`src/design/lagd_mem_pkg.sv`:
```
/*
 * Shared localparams of the banked scratchpad
 * Bank count, narrow and wide port widths, in-bank addressing
 * and the reset value of the narrow/wide arbitration bit
 */
`default_nettype none

package lagd_mem_pkg;

    // ==================================================
    // Bank organisation
    // ==================================================
    // One narrow port per bank
    localparam int unsigned NumNarrowBanks = 4;

    // Port and bank data widths
    localparam int unsigned NarrowDataWidth = 32;
    localparam int unsigned WideDataWidth = 64;

    // Banks covered by one wide port
    localparam int unsigned NarrowPerWide = WideDataWidth / NarrowDataWidth;
    // Wide ports, one per bank group
    localparam int unsigned NumWideBanks = NumNarrowBanks / NarrowPerWide;

    // Byte enables
    localparam int unsigned NarrowStrbWidth = NarrowDataWidth / 8;
    localparam int unsigned WideStrbWidth = WideDataWidth / 8;

    // ==================================================
    // Addressing and arbitration
    // ==================================================
    // Word index inside one bank
    localparam int unsigned InBankAddrWidth = 6;
    localparam int unsigned BankWords = 2 ** InBankAddrWidth;

    // Narrow side wins the first conflict after reset
    localparam logic ArbNarrowFirst = 1'b1;

endpackage

`default_nettype wire

```
`src/design/mem_bank.sv`:
```
/*
 * Single-port synchronous SRAM bank
 * Byte-enabled writes, read data one cycle after the request
 */
`timescale 1ns/10ps
`default_nettype none

module mem_bank
    import lagd_mem_pkg::*;
(
    input  wire                         clk_i,
    input  wire                         rst_ni,
    input  wire                         req_i,
    input  wire                         we_i,
    input  wire [InBankAddrWidth-1:0]   addr_i,
    input  wire [NarrowDataWidth-1:0]   wdata_i,
    input  wire [NarrowStrbWidth-1:0]   be_i,
    output logic [NarrowDataWidth-1:0]  rdata_o
);

    // Storage array
    logic [NarrowDataWidth-1:0] mem_q [BankWords];

    // Byte-wise write, only enabled lanes change
    always_ff @(posedge clk_i) begin
        if (req_i && we_i) begin
            for (int b = 0; b < NarrowStrbWidth; b++) begin
                if (be_i[b]) begin
                    mem_q[addr_i][b*8 +: 8] <= wdata_i[b*8 +: 8];
                end
            end
        end
    end

    // Read data register, zero on a write response, held when idle
    always_ff @(posedge clk_i or negedge rst_ni) begin
        if (!rst_ni) begin
            rdata_o <= '0;
        end else if (req_i) begin
            rdata_o <= we_i ? '0 : mem_q[addr_i];
        end
    end

endmodule

`default_nettype wire

```
`config.mk`:
```
export PLATFORM = sky130hd
export DESIGN_NAME = mem_bank
export DESIGN_NICKNAME = d
export VERILOG_FILES = /design/src/design/lagd_mem_pkg.sv /design/src/design/mem_bank.sv
export SDC_FILE = /design/constraint.sdc
export NUM_CORES = 2
export LEC_CHECK = 0
export ABC_AREA = 1
export BUFFER_PORTS_ARGS = -buffer_cell sky130_fd_sc_hd__buf_2
export CAP_MARGIN = 15
export CORE_MARGIN = 5
export CORE_UTILIZATION = 30
export DETAILED_ROUTE_END_ITERATION = 8
export GPL_TIMING_DRIVEN = 0
export PLACE_DENSITY_LB_ADDON = 0.05
export SLEW_MARGIN = 20
export SYNTH_ARGS = -nofsm -noshare
export SYNTH_HDL_FRONTEND = slang
export SYNTH_SLANG_ARGS = --single-unit
```
`constraint.sdc`:
```
create_clock -name clk_i -period 1.6 [get_ports clk_i]
set_input_delay 0.32 -clock clk_i [delete_from_list [all_inputs] [get_ports clk_i]]
set_output_delay 0.32 -clock clk_i [all_outputs]
set_load 0.01 [all_outputs]
```
### Word level (Yosys, flattened, before mapping)

Memories as Yosys holds them, arrays and structs flattened.
Cells that the tools add are included.

| word-level totals | value |
|---|---|
| memories | 1 |
| output and inout port bits | 32 |
| RAM bits | 2048 |
| input bits | 46 |
| register bits after elaboration | 32 |

| operators by class | value |
|---|---|
| reductions and logical operators | 1 |
| muxes and demuxes | 13 |

Memory list:

| memory | depth | width | rd ports | clocked after Yosys merged registers in | write ports | line | source |
|---|---|---|---|---|---|---|---|
| mem_q | 64 | 32 | 1 | 0 | 1 | mem_bank.sv:22 | `logic [NarrowDataWidth-1:0] mem_q [BankWords];` |

Operator list:

| kind | number |
|---|---|
| 32-bit two-way mux | 1 |
| 1-bit two-way mux | 12 |
| 1-bit logical AND | 1 |

### Longest topological paths before layout

| logic depth | value |
|---|---|
| depth in word-level cells | 3 |
| depth in mapped cells | 16 |
| depth with buffers taken out | 13 |

### Worst setup path after synthesis

Ideal clock, no wire load.

| timing path | value |
|---|---|
| path kind | input -> register |
| start point | in addr_i[1] |
| end point | mem mem_q[14][0], enable pin |
| library setup time | 0.370 ns |
| data arrival time | 1.758 ns |
| data required time | 1.230 ns |
| cell stages on the path | 7 |
| slack | -0.528 ns |
| cells stage by stage | buf_2 > buf_2 > buf_2 > nand2_1 > nor2_1 > nand2_1 > nor2_1 |

RTL lines:

| element | line | source |
|---|---|---|
| from (decl) | mem_bank.sv:15 | `input wire [InBankAddrWidth-1:0] addr_i,` |
| to (decl) | mem_bank.sv:22 |  |

No word-level cell before the write port.

### Worst setup path after layout

| timing path | value |
|---|---|
| start point | reg rdata_o[20] |
| end point | out rdata_o[20] |

RTL lines:

| element | line | source |
|---|---|---|
| from (decl) | mem_bank.sv:18 | `output logic [NarrowDataWidth-1:0] rdata_o` |
| from (signal assigned) | mem_bank.sv:40 | `rdata_o <= we_i ? '0 : mem_q[addr_i];` |

No word-level cell between the ends.

==> key figures <==
Flow run
  • Max-cap viol count: 0

Logic synthesis
  • Cell type with the highest aggregate area in the netlist: edfxtp_1
  • Number of synthesized register bits: 2,080
  • Cells after Synth: 8,826
  • Synth Net Count: 8,872
  • EDFF count, synth: 2,048
  • Syn_area_per_cell: 9.98 sq um
  • Yosys warns: 0
  • Top cell type's share of synthesized area: 69.8%
  • Synth area leaders: edfxtp_1 70%, nand2_1 25%, buf_2 1.5%, nor2_1 1.4%, dfrtp_1 0.91%
  • Register area share after synthesis: 70.7%
  • Top FF cell, synth: edfxtp_1
  • Count leader, synth: nand2_1
  • Most instantiated cells after synthesis: 5,887 x nand2_1, 2,048 x edfxtp_1, 333 x nor2_1
  • Synth async-reset ratio: 1.54%
  • Netlist cell types: 20
  • Mapped cell area: 0.0881 sq mm

Pwr
  • P_int: 92.5 mW
  • Leakage Power: 45.5 nW
  • Switching pwr: 31.3 mW
  • Peak supply drop: 1050 uV
  • Flop pwr share: 48.6%
  • Combinational cell fraction of total power: 8.8%
  • Sw frac: 25.3%
  • PD cells: 1110 mW/mm^2
  • Clock power share: 42.6%

STA
  • # setup viols final: 102
  • Final min period: 1920 ps
  • Max Freq: 520 MHz
  • Slew @ Worst Pin: 913 ps
  • Setup Skew: 47.6 ps
  • Final Hold Viols: 0
  • Final slew viol count: 0
  • Slew HR: 39.1%
  • Final TNS setup: -6850 ps
  • Unrepaired setup endpoints after global routing: yes
  • Worst setup margin: -325 ps
  • Crit share post-route: 120%

Routing
  • Residual DRC count: 0
  • Via count: 64,000
  • Initial DRC count: 5,664
  • ANT nets after route: 0
  • Post-Route WL: 373 mm
  • Avg WL per Cell: 27.4 um
  • Pre-antenna DRT Iters: 5
  • Vias per inst: 4.70

Place
  • Dpl ws: -3270 ps
  • DP Wirelength: 272 mm
  • RePlAce Congestion: 0.987
  • Buffers on Ports: 73
  • Placed cell areas: 0.0955 sq mm

Setup path
  • CP peak stage delay: 510 ps
  • Largest fanout on the critical path: 2
  • Cell Chain, Critical Path: buf_6
  • Crit path max-delay family: flip-flops
  • Critical path capture point type: primary output
  • CP startpoint kind: flop
  • Buffer and inverter count on the worst path: 1
  • Worst path arrival time: 1600 ps
  • CP required: 1280 ps
  • Setup CP Type: reg2out
  • Crit-path slowest cell: dfrtp_2

Cells and area
  • Final #Nets: 9,533
  • Share of cells above drive strength 1: 19.9%
  • Cell area after layout: 0.112 sq mm
  • Area Overhead vs Synth: 27.2%
  • Final core occ: 38.2%

CTS
  • Latest clock arrival within the worst-skew pair: 930 ps
  • Clock Pin Slew Worst Setup and Hold Paths: 70 ps
  • CTS tree: built
  • CTS root buffer: clkbuf_16
  • Clock Sink Count: 2,080
  • CTS Buffer Depth: 4
  • Number of H-tree levels: 4
  • Num CTS Buffers: 240

Global route
  • GRT Total Usage: 24.1%
  • Vias in the first global route: 62,600
  • Global route total overflow: 0
  • Wire length of the first global-routing pass: 508 mm
  • Initial antenna violation count: 28
  • Largest net degree at the start of global routing: 65

Worst hold path
  • Hold crit path type: in2reg

Die
  • Die ar.: 0.304 sq mm
  • IO Pins: 78
  • Core Footprint: 0.293 sq mm
  • Core Rows: 199
  • Die height: 552 um
  • Initial core utilization: 30.0%
  • Die extent in x: 552 um

Status
  • Status: finished, violations left
  • Failing checks: negative setup slack
==> state kept, by name (all words and copies together), names as in the netlist <==
name / cells
mem_q: 2048
rdata_o: 32
==> layer usage <==
layer / wire [um] / GRT usage [%]
met1: 165000 / 33.1
met3: 19200 / 2.90
met5: 0 / 0
met4: 17200 / 9.21
met2: 172000 / 39.1
==> repair_timing <==
action,CTS,global route
buffers inserted,234,26
setup endpoints to repair,2112,820
hold endpoints to repair,881,0
pin swaps,215,119
gates cloned,2,0
gates resized for setup,1000,443
hold buffers,36,0
==> power by group through the flow <==
stage	Combinational [mW]	Clock, mW	Sequential, mW
after global routing	11.6	56.2	60.1
after detailed placement	9.49	0	61.3
after CTS	10.5	54.0	60.1
final	10.9	52.8	60.1
after global placement	9.08	0	61.4
after floorplan	3.91	0	61.3
==> kinds of logic (layout without fill, tap and decap cells) <==
group | after synthesis | in the layout | share of synthesized area (%)
other | 0 | 25 | 0
AOI/OAI and AO/OA | 14 | 14 | 0.0995
buffers and inverters | 483 | 1338 | 2.46
DFF | 2080 | 2080 | 70.7
and+or+nand+nor | 6249 | 6249 | 26.7
==> stage by stage <==
step / std cells / hold slack (ps) / total power, mW
floorplan: 8826 / 24.4 / 65.2
global placement: 12800 / 457 / 70.4
detailed placement: 12900 / 465 / 70.8
CTS: 13600 / 9.06 / 125
global route: 13600 / 22.8 / 128
finish: 13600 / 30.8 / 124
==> cells in the final DEF (no fill, tap or decap), types with 58 or more instances in the layout <==
cell	n
clkbuf_2	77
buf_2	155
nand2_1	5375
clkbuf_16	244
nand2_4	140
clkbuf_1	135
buf_12	173
nand2_2	359
buf_4	237
clkinv_1	58
edfxtp_1	2048
nor2_4	286
==> final cells by class <==
class	count	area (sq um)
buffer	459	3070
timing repair buffer	420	6120
fill	29100	181000
inverter	23	109
clock inverter	108	868
tap	3919	4900
multi-input combinational	6263	28100
antenna	25	62.6
clock buffer	328	6470
sequential	2080	62300
==> final timing paths <==
check | startpoint | endpoint | slack [ps] | depth (start not counted)
min reg2reg | rdata_o[26]$_DFFE_PN0P_ | rdata_o[26]$_DFFE_PN0P_ | 480 | 2
min | wdata_i[30] | mem_q[53][30]$_DFFE_PP_ | 30 | 1
max | rdata_o[20]$_DFFE_PN0P_ | rdata_o[20] | -320 | 1
min in group asynchronous | rst_ni | rdata_o[6]$_DFFE_PN0P_ | 40 | 2
max reg2reg | mem_q[16][30]$_DFFE_PP_ | rdata_o[30]$_DFFE_PN0P_ | 10 | 9
max in group asynchronous | rst_ni | rdata_o[13]$_DFFE_PN0P_ | 980 | 2
No activity file was read; power rests on OpenSTA's default activity.
