## config.mk

```make
export PLATFORM = sky130hd
export DESIGN_NAME = wide_narrow_arbiter
export DESIGN_NICKNAME = d
export VERILOG_FILES = /design/src/design/lagd_mem_pkg.sv /design/src/design/wide_to_narrow_splitter.sv /design/src/design/wide_narrow_arbiter.sv
export SDC_FILE = /design/constraint.sdc
export NUM_CORES = 1
export LEC_CHECK = 0
export BUFFER_PORTS_ARGS = -buffer_cell sky130_fd_sc_hd__buf_2
export CELL_PAD_IN_SITES_DETAIL_PLACEMENT = 1
export CELL_PAD_IN_SITES_GLOBAL_PLACEMENT = 1
export CORE_AREA = 2 2 353 355
export CTS_CLUSTER_DIAMETER = 100
export DETAILED_ROUTE_END_ITERATION = 12
export DIE_AREA = 0 0 355 357
export PLACE_DENSITY_LB_ADDON = 0.12
export SLEW_MARGIN = 0
export SYNTH_ARGS = -nofsm -noshare
export SYNTH_HDL_FRONTEND = slang
export SYNTH_SLANG_ARGS = --single-unit
```

## constraint.sdc

```tcl
create_clock -name clk_i -period 1.47 [get_ports clk_i]
set_input_delay 0.147 -clock clk_i [delete_from_list [all_inputs] [get_ports clk_i]]
set_output_delay 0.147 -clock clk_i [all_outputs]
set_load 0.05 [all_outputs]
```

## src/design/lagd_mem_pkg.sv

```systemverilog
/*
 * Shared localparams of the banked scratchpad
 * Bank count, narrow and wide port widths, in-bank addressing
 * and the reset value of the narrow/wide arbitration bit
 */
`default_nettype none

package lagd_mem_pkg;

    // ==================================================
    // Bank organisation
    // ==================================================
    // One narrow port per bank
    localparam int unsigned NumNarrowBanks = 4;

    // Port and bank data widths
    localparam int unsigned NarrowDataWidth = 32;
    localparam int unsigned WideDataWidth = 64;

    // Banks covered by one wide port
    localparam int unsigned NarrowPerWide = WideDataWidth / NarrowDataWidth;
    // Wide ports, one per bank group
    localparam int unsigned NumWideBanks = NumNarrowBanks / NarrowPerWide;

    // Byte enables
    localparam int unsigned NarrowStrbWidth = NarrowDataWidth / 8;
    localparam int unsigned WideStrbWidth = WideDataWidth / 8;

    // ==================================================
    // Addressing and arbitration
    // ==================================================
    // Word index inside one bank
    localparam int unsigned InBankAddrWidth = 6;
    localparam int unsigned BankWords = 2 ** InBankAddrWidth;

    // Narrow side wins the first conflict after reset
    localparam logic ArbNarrowFirst = 1'b1;

endpackage

`default_nettype wire

```

## src/design/wide_to_narrow_splitter.sv

```systemverilog
/*
 * Wide-to-narrow request splitter
 * Cuts one wide request into per-lane bank requests and merges
 * the lane read data into one wide response with its own valid
 */
`timescale 1ns/10ps
`default_nettype none

module wide_to_narrow_splitter
    import lagd_mem_pkg::*;
(
    input  wire                                             clk_i,
    input  wire                                             rst_ni,
    // Wide request side
    input  wire                                             wide_valid_i,
    input  wire                                             wide_ready_i,
    input  wire                                             wide_we_i,
    input  wire [InBankAddrWidth-1:0]                       wide_addr_i,
    input  wire [WideDataWidth-1:0]                         wide_wdata_i,
    input  wire [WideStrbWidth-1:0]                         wide_be_i,
    output logic                                            wide_rvalid_o,
    output logic [WideDataWidth-1:0]                        wide_rdata_o,
    // Lane side, one narrow request per covered bank
    output logic [NarrowPerWide-1:0]                        lane_we_o,
    output logic [NarrowPerWide-1:0][InBankAddrWidth-1:0]   lane_addr_o,
    output logic [NarrowPerWide-1:0][NarrowDataWidth-1:0]   lane_wdata_o,
    output logic [NarrowPerWide-1:0][NarrowStrbWidth-1:0]   lane_be_o,
    input  wire  [NarrowPerWide-1:0][NarrowDataWidth-1:0]   lane_rdata_i
);

    // ==================================================
    // Request splitting
    // ==================================================
    for (genvar k = 0; k < NarrowPerWide; k++) begin : gen_lane
        // Same word index in every bank of the group
        assign lane_we_o[k] = wide_we_i;
        assign lane_addr_o[k] = wide_addr_i;
        // Lane k takes its own slice of data and byte enables
        assign lane_wdata_o[k] = wide_wdata_i[k*NarrowDataWidth +: NarrowDataWidth];
        assign lane_be_o[k] = wide_be_i[k*NarrowStrbWidth +: NarrowStrbWidth];
        // Lane 0 ends up in the low half of the wide word
        assign wide_rdata_o[k*NarrowDataWidth +: NarrowDataWidth] = lane_rdata_i[k];
    end

    // ==================================================
    // Response valid
    // ==================================================
    // Banks answer one cycle after acceptance
    always_ff @(posedge clk_i or negedge rst_ni) begin
        if (!rst_ni) begin
            wide_rvalid_o <= 1'b0;
        end else begin
            wide_rvalid_o <= wide_valid_i && wide_ready_i;
        end
    end

endmodule

`default_nettype wire

```

## src/design/wide_narrow_arbiter.sv

```systemverilog
/*
 * Narrow/wide round-robin arbiter for the banked scratchpad
 * Toggling priority bit, per-group conflict detection, bank request
 * muxing and one-cycle routing of bank read data to the granted side
 */
`timescale 1ns/10ps
`default_nettype none

module wide_narrow_arbiter
    import lagd_mem_pkg::*;
(
    input  wire                                             clk_i,
    input  wire                                             rst_ni,
    // Narrow ports
    input  wire  [NumNarrowBanks-1:0]                       narrow_valid_i,
    input  wire  [NumNarrowBanks-1:0]                       narrow_we_i,
    input  wire  [NumNarrowBanks-1:0][InBankAddrWidth-1:0]  narrow_addr_i,
    input  wire  [NumNarrowBanks-1:0][NarrowDataWidth-1:0]  narrow_wdata_i,
    input  wire  [NumNarrowBanks-1:0][NarrowStrbWidth-1:0]  narrow_be_i,
    output logic [NumNarrowBanks-1:0]                       narrow_ready_o,
    output logic [NumNarrowBanks-1:0]                       narrow_rvalid_o,
    output logic [NumNarrowBanks-1:0][NarrowDataWidth-1:0]  narrow_rdata_o,
    // Wide ports
    input  wire  [NumWideBanks-1:0]                         wide_valid_i,
    input  wire  [NumWideBanks-1:0]                         wide_we_i,
    input  wire  [NumWideBanks-1:0][InBankAddrWidth-1:0]    wide_addr_i,
    input  wire  [NumWideBanks-1:0][WideDataWidth-1:0]      wide_wdata_i,
    input  wire  [NumWideBanks-1:0][WideStrbWidth-1:0]      wide_be_i,
    output logic [NumWideBanks-1:0]                         wide_ready_o,
    output logic [NumWideBanks-1:0]                         wide_rvalid_o,
    output logic [NumWideBanks-1:0][WideDataWidth-1:0]      wide_rdata_o,
    // Bank side
    output logic [NumNarrowBanks-1:0]                       bank_req_o,
    output logic [NumNarrowBanks-1:0]                       bank_we_o,
    output logic [NumNarrowBanks-1:0][InBankAddrWidth-1:0]  bank_addr_o,
    output logic [NumNarrowBanks-1:0][NarrowDataWidth-1:0]  bank_wdata_o,
    output logic [NumNarrowBanks-1:0][NarrowStrbWidth-1:0]  bank_be_o,
    input  wire  [NumNarrowBanks-1:0][NarrowDataWidth-1:0]  bank_rdata_i
);

    // Priority bit, 1 lets the narrow side win a conflict
    logic arb_narrow_q;

    // Per-group arbitration state
    logic [NumWideBanks-1:0] narrow_any;
    logic [NumWideBanks-1:0] conflict;
    logic [NumWideBanks-1:0] wide_ready;
    logic [NumWideBanks-1:0] wide_grant;

    // Per-bank grants and the side accepted last cycle
    logic [NumNarrowBanks-1:0] narrow_ready;
    logic [NumNarrowBanks-1:0] narrow_grant;
    logic [NumNarrowBanks-1:0] wide_lane_grant;
    logic [NumNarrowBanks-1:0] narrow_sel_q;
    logic [NumNarrowBanks-1:0] wide_sel_q;

    // Lane requests and responses of the splitters
    logic [NumWideBanks-1:0][NarrowPerWide-1:0]                       split_we;
    logic [NumWideBanks-1:0][NarrowPerWide-1:0][InBankAddrWidth-1:0]  split_addr;
    logic [NumWideBanks-1:0][NarrowPerWide-1:0][NarrowDataWidth-1:0]  split_wdata;
    logic [NumWideBanks-1:0][NarrowPerWide-1:0][NarrowStrbWidth-1:0]  split_be;
    logic [NumWideBanks-1:0][NarrowPerWide-1:0][NarrowDataWidth-1:0]  split_rdata;

    // Flips every edge regardless of traffic
    always_ff @(posedge clk_i or negedge rst_ni) begin
        if (!rst_ni) begin
            arb_narrow_q <= ArbNarrowFirst;
        end else begin
            arb_narrow_q <= ~arb_narrow_q;
        end
    end

    // ==================================================
    // Group arbitration and wide splitting
    // ==================================================
    for (genvar g = 0; g < NumWideBanks; g++) begin : gen_group
        // Any narrow requestor of this group competes with the wide port
        assign narrow_any[g] = |narrow_valid_i[g*NarrowPerWide +: NarrowPerWide];
        assign conflict[g] = narrow_any[g] & wide_valid_i[g];
        // Wide port is granted on all its lanes or not at all
        assign wide_ready[g] = conflict[g] ? ~arb_narrow_q : wide_valid_i[g];
        assign wide_grant[g] = wide_valid_i[g] & wide_ready[g];

        wide_to_narrow_splitter u_splitter (
            .clk_i        (clk_i),
            .rst_ni       (rst_ni),
            .wide_valid_i (wide_valid_i[g]),
            .wide_ready_i (wide_ready[g]),
            .wide_we_i    (wide_we_i[g]),
            .wide_addr_i  (wide_addr_i[g]),
            .wide_wdata_i (wide_wdata_i[g]),
            .wide_be_i    (wide_be_i[g]),
            .wide_rvalid_o(wide_rvalid_o[g]),
            .wide_rdata_o (wide_rdata_o[g]),
            .lane_we_o    (split_we[g]),
            .lane_addr_o  (split_addr[g]),
            .lane_wdata_o (split_wdata[g]),
            .lane_be_o    (split_be[g]),
            .lane_rdata_i (split_rdata[g])
        );
    end

    assign wide_ready_o = wide_ready;

    // ==================================================
    // Bank muxing and response routing
    // ==================================================
    for (genvar i = 0; i < NumNarrowBanks; i++) begin : gen_bank
        localparam int unsigned grp_idx = i / NarrowPerWide;
        localparam int unsigned lane_idx = i % NarrowPerWide;

        // Narrow readies of a group rise together when they win a conflict
        assign narrow_ready[i] = conflict[grp_idx] ? arb_narrow_q : narrow_valid_i[i];
        assign narrow_grant[i] = narrow_valid_i[i] & narrow_ready[i];
        assign wide_lane_grant[i] = wide_grant[grp_idx];

        // Strobe only on an accepted handshake, grants never overlap
        assign bank_req_o[i] = narrow_grant[i] | wide_lane_grant[i];

        always_comb begin
            if (narrow_grant[i]) begin
                bank_we_o[i] = narrow_we_i[i];
                bank_addr_o[i] = narrow_addr_i[i];
                bank_wdata_o[i] = narrow_wdata_i[i];
                bank_be_o[i] = narrow_be_i[i];
            end else begin
                // Wide lane by default, harmless while req is low
                bank_we_o[i] = split_we[grp_idx][lane_idx];
                bank_addr_o[i] = split_addr[grp_idx][lane_idx];
                bank_wdata_o[i] = split_wdata[grp_idx][lane_idx];
                bank_be_o[i] = split_be[grp_idx][lane_idx];
            end
        end

        // Remember which side owns next cycle's bank data
        always_ff @(posedge clk_i or negedge rst_ni) begin
            if (!rst_ni) begin
                narrow_sel_q[i] <= 1'b0;
                wide_sel_q[i] <= 1'b0;
            end else begin
                narrow_sel_q[i] <= narrow_grant[i];
                wide_sel_q[i] <= wide_lane_grant[i];
            end
        end

        // Unrouted side sees zero
        assign narrow_rdata_o[i] = narrow_sel_q[i] ? bank_rdata_i[i] : '0;
        assign split_rdata[grp_idx][lane_idx] = wide_sel_q[i] ? bank_rdata_i[i] : '0;
    end

    assign narrow_ready_o = narrow_ready;
    assign narrow_rvalid_o = narrow_sel_q;

endmodule

`default_nettype wire

```

# --- Word level (Yosys, flattened, before mapping) ---
# Index checks and enable logic that the tools add are counted.
word_totals:
  regBits: 9
  inputBits: 466
  output_inout_bits: 444
  elab_cells: 56
op_classes:
  muxes: 30
  bitwise: 13
  n_reduce_logical: 4
ops:
  columns: ["operator", "count"]
  rows:
  - ["$mux W32", 12]
  - ["$mux W6", 4]
  - ["$mux W4", 4]
  - ["$mux W1", 10]
  - ["$and A1 B1 Y1", 8]
  - ["$or A1 B1 Y1", 4]
  - ["$reduce_or A2 Y1", 2]
  - ["$logic_and A1 B1 Y1", 2]
  - ["$not A1 Y1", 1]

# --- Logic depth before layout (Yosys ltp) ---
depth:
  depth_word: 5
  ltp_mapped: 5
  depth_no_buf: 3

# --- Modules after synthesis ---
# From an unflattened synthesis, not the netlist that was laid out.
hier_totals:
  hier_cells: 817
  hier_area_um2: 6877.8
by_module_without_submodules:
  columns: ["mod", "instances", "cells_per_inst", "area_each_um2", "seq_area_each_um2"]
  rows:
  - ["wide_narrow_arbiter", 1, 513, 4563.1, 176.4]
  - ["wide_to_narrow_splitter", 2, 152, 1157.4, 25.0]

# --- Worst setup path before layout ---
# Ideal clock, no wire load.
synth_timing:
  path_kind: "register to output"
  start: "reg arb_narrow_q"
  end: "out narrow_ready_o[0]"
  t_arrival_ns: 1.499
  t_required_ns: 1.323
  path_slack_ns: -0.176
  path_stages_with_launch: 4
  path_buffers: 1
  cell_sequence: "dfstp_2 -> buf_6 -> and2b_2 -> nor2_1"
synth_via:
  elab_chain_cells: 1
synth_lines:
  columns: ["item", "line", "rtl"]
  rows:
  - ["start: declaration", "wide_narrow_arbiter.sv:42", "logic arb_narrow_q;"]
  - ["start signal: assignment", "wide_narrow_arbiter.sv:67", "arb_narrow_q <= ArbNarrowFirst;"]
  - ["start signal: assignment", "wide_narrow_arbiter.sv:69", "arb_narrow_q <= ~arb_narrow_q;"]
  - ["$mux W1", "wide_narrow_arbiter.sv:113", "assign narrow_ready[i] = conflict[grp_idx] ? arb_narrow_q : narrow_valid_i[i];"]
  - ["end: declaration", "wide_narrow_arbiter.sv:20", "output logic [NumNarrowBanks-1:0] narrow_ready_o,"]
# No other way between the ends.

==> qor.csv <==
metric,value,unit
CTS sink count,7,
Tot GR Track Use,8.260,%
CP Data Required Time,1.32,ns
Nets,1922,
final WL,58.34,mm
Setup WS pre-CTS,-0.4126,ns
Min Hold Slack,0.3033,ns
Yosys cell types,20,
Final Cycle Share,142.0,%
core area,123000,um2
syn nets,983,
Worst Setup EP,bank_wdata_o[1],
Hold Path Cell Cnt,4,
drt first pass iters,4,
post-synthesis sequential area ratio,3.841,%
H-Tree Level Count,1,
final setup fails,330,
switching share of power,59.76,%
HP Class,input port to register,
vias in the first global route,8052,
"Reg clk slew, reported paths",0.06,ns
R2R cell count,6,
PD cells,523.2,nW/um2
Internal,2781,uW
area grow syn2layout,187.6,%
Num CTS Buffers,3,
port buffer count,909,
CTS tree,done,
switching power total,4129,uW
max cap viols,0,
failing checks,negative setup slack,
CP Max Fanout,16,
die width,355,um
first-pass GRT wire length,71.62,mm
total of warnings raised by yosys,0,
CTS Root Cell,clkbuf_16,
largest net degree at the start of global routing,34,
Final Worst Setup Slack,-0.6177,ns
io pins,910,
initial antenna violation count,56,
DR DRC count,0,
Critical Path AT,1.94,ns
reg-to-reg endpoint,narrow_rvalid_o[2]$_DFF_PN0_,
mapped cell area,4593,um2
Post-DRT Antenna Nets,0,
Flop pwr share,3.1,%
Initial Util,3.735,%
Site Rows,129,
Max VDD drop,0.2826,mV
DR iter-0 viols,300,
vias,7818,
clock share of power,8.7,%
RSZ-0062 raised after global routing,yes,
Layout Skew,0.002390,ns
cell count after synthesis,517,
Final Hold Viols,0,
Tightest Pin Transition,0.5149,ns
r2r setup slk,0.07,ns
clk_lat worst skew,0.27,ns
layout cell share with drive strength beyond 1,89.14,%
via density per instance,2.509,
Slew Limit Fails,0,
Max clock buf depth,2,
RR Startpoint,arb_narrow_q$_DFF_PN1_,
TNS Setup,-106.35,ns
CP Launch Point,arb_narrow_q$_DFF_PN1_,
Die Ht,357,um
Peak Freq,479.0,MHz
relative slew slack,65.67,%
GPL Wtd Cong,0.8844,
Final min period,2.088,ns
Die ar.,126700,um2
combinational power share,88.2,%
post-detail-place hpwl,51.56,mm
Overflow after GRT,0,
CP Class,register to output port,
Lkg Pwr,0.006809,uW
#FFs+latches synth,7,
status,"complete, but fails checks",
element type at the critical path start,register,
Mapped Avg Cell Area,8.884,um2
CP endpoint kind,output port,
per-cell routed wire length,18.72,um
## flip-flops by register name (all words and copies together) (netlist names)
name,count
narrow_rvalid_o,4
wide_sel_q,2
arb_narrow_q,1
## final cells by class
| type | instances | area (um2) |
|---|---|---|
| multi-input combinational | 458 | 4247 |
| timing repair buffer | 981 | 6575 |
| inverter | 5 | 18.77 |
| tap | 1637 | 2048 |
| antenna | 24 | 60.06 |
| sequential | 7 | 178.9 |
| clock buffer | 3 | 75.07 |
| fill | 14794 | 109800 |
| clock inverter | 1 | 5.005 |
## worst min-delay path by stage
stage                                   endpoint  slack, ns         startpoint
floorplan           narrow_rvalid_o[0]$_DFF_PN0_      -0.15             rst_ni
global placement    narrow_rvalid_o[3]$_DFF_PN0_       0.16             rst_ni
detailed placement  narrow_rvalid_o[3]$_DFF_PN0_       0.17             rst_ni
CTS                      wide_sel_q[1]$_DFF_PN0_       0.29    wide_valid_i[0]
global route             wide_sel_q[1]$_DFF_PN0_       0.32    wide_valid_i[0]
finish              narrow_rvalid_o[1]$_DFF_PN0_       0.30  narrow_valid_i[1]
## timing repair
item,in CTS,in global routing
hold buffers,1,0
endpoints found under the hold margin,6,0
setup endpoints to repair,352,403
gates resized for setup,240,96
buffers inserted,2,8
cloned,1,10
pin swaps,0,7
## stage by stage
step | total power, uW | util, % | instances | cell area [um2]
after floorplan | 3871 | - | 517 | 4743
after global placement | 5854 | 9.566 | 3066 | 11770
after detailed placement | 5827 | 9.566 | 3066 | 11770
after CTS | 6864 | 10.24 | 3074 | 12600
after global routing | 7261 | 10.71 | 3100 | 13170
final | 6910 | 10.74 | 3116 | 13210
## power groups by stage
stage	registers [uW]	clock network (uW)	logic [uW]
final	211	602	6100
after global routing	212	652	6400
after CTS	210	643	6010
after detailed placement	213	0	5610
after global placement	213	0	5640
after floorplan	232	0	3640
## cells by family (layout without fill, tap and decap cells)
family          count (synthesis)  after routing  share of synthesized area [%]
mux                           172            172                          48.54
buf+inv                        52            990                          8.227
simple gates                  276            276                          38.08
flops                           7              7                          3.841
other cells                     0             24                              0
compound gates                 10             10                          1.308
## Yosys cell counts, drive strengths merged
cell / count / area share [%]
a21o: 4 / 0.65
a21oi: 4 / 0.44
and2: 260 / 35
and2b: 2 / 0.38
buf: 21 / 5.7
clkbuf: 26 / 2.1
dfrtp: 6 / 3.3
dfstp: 1 / 0.57
inv: 5 / 0.41
mux2: 172 / 49
nand2: 8 / 1.5
nand2b: 2 / 0.49
nor2: 4 / 0.33
o21ai: 2 / 0.22
## layer usage
metal,GRT usage [%],vias up,part of all wire [%]
met5,0,-,0.16
met2,14.89,505,51
met4,1.042,14,1.1
met3,2.684,68,9.0
met1,9.699,3631,39
li1,-,3600,-
## cells in the final DEF, fill, tap and decap left out, types with 5 or more instances in the layout
cell type and instances:
buf_2 712, and2_1 135, buf_4 125, and2_2 120
buf_6 93, mux2_2 91, mux2_4 81, buf_12 31
diode_2 24, clkbuf_16 11, buf_8 9, inv_1 5
and2_4 5
## worst max-delay path, cell delays in order, from the launching register on
cell,delay [ns]
dfstp_2,0.58
nand2b_2,0.17
nand2_4,0.09
buf_12,0.17
buf_12,0.16
mux2_2,0.27
buf_4,0.19
Note: power is estimated with default switching activity, not from simulation.
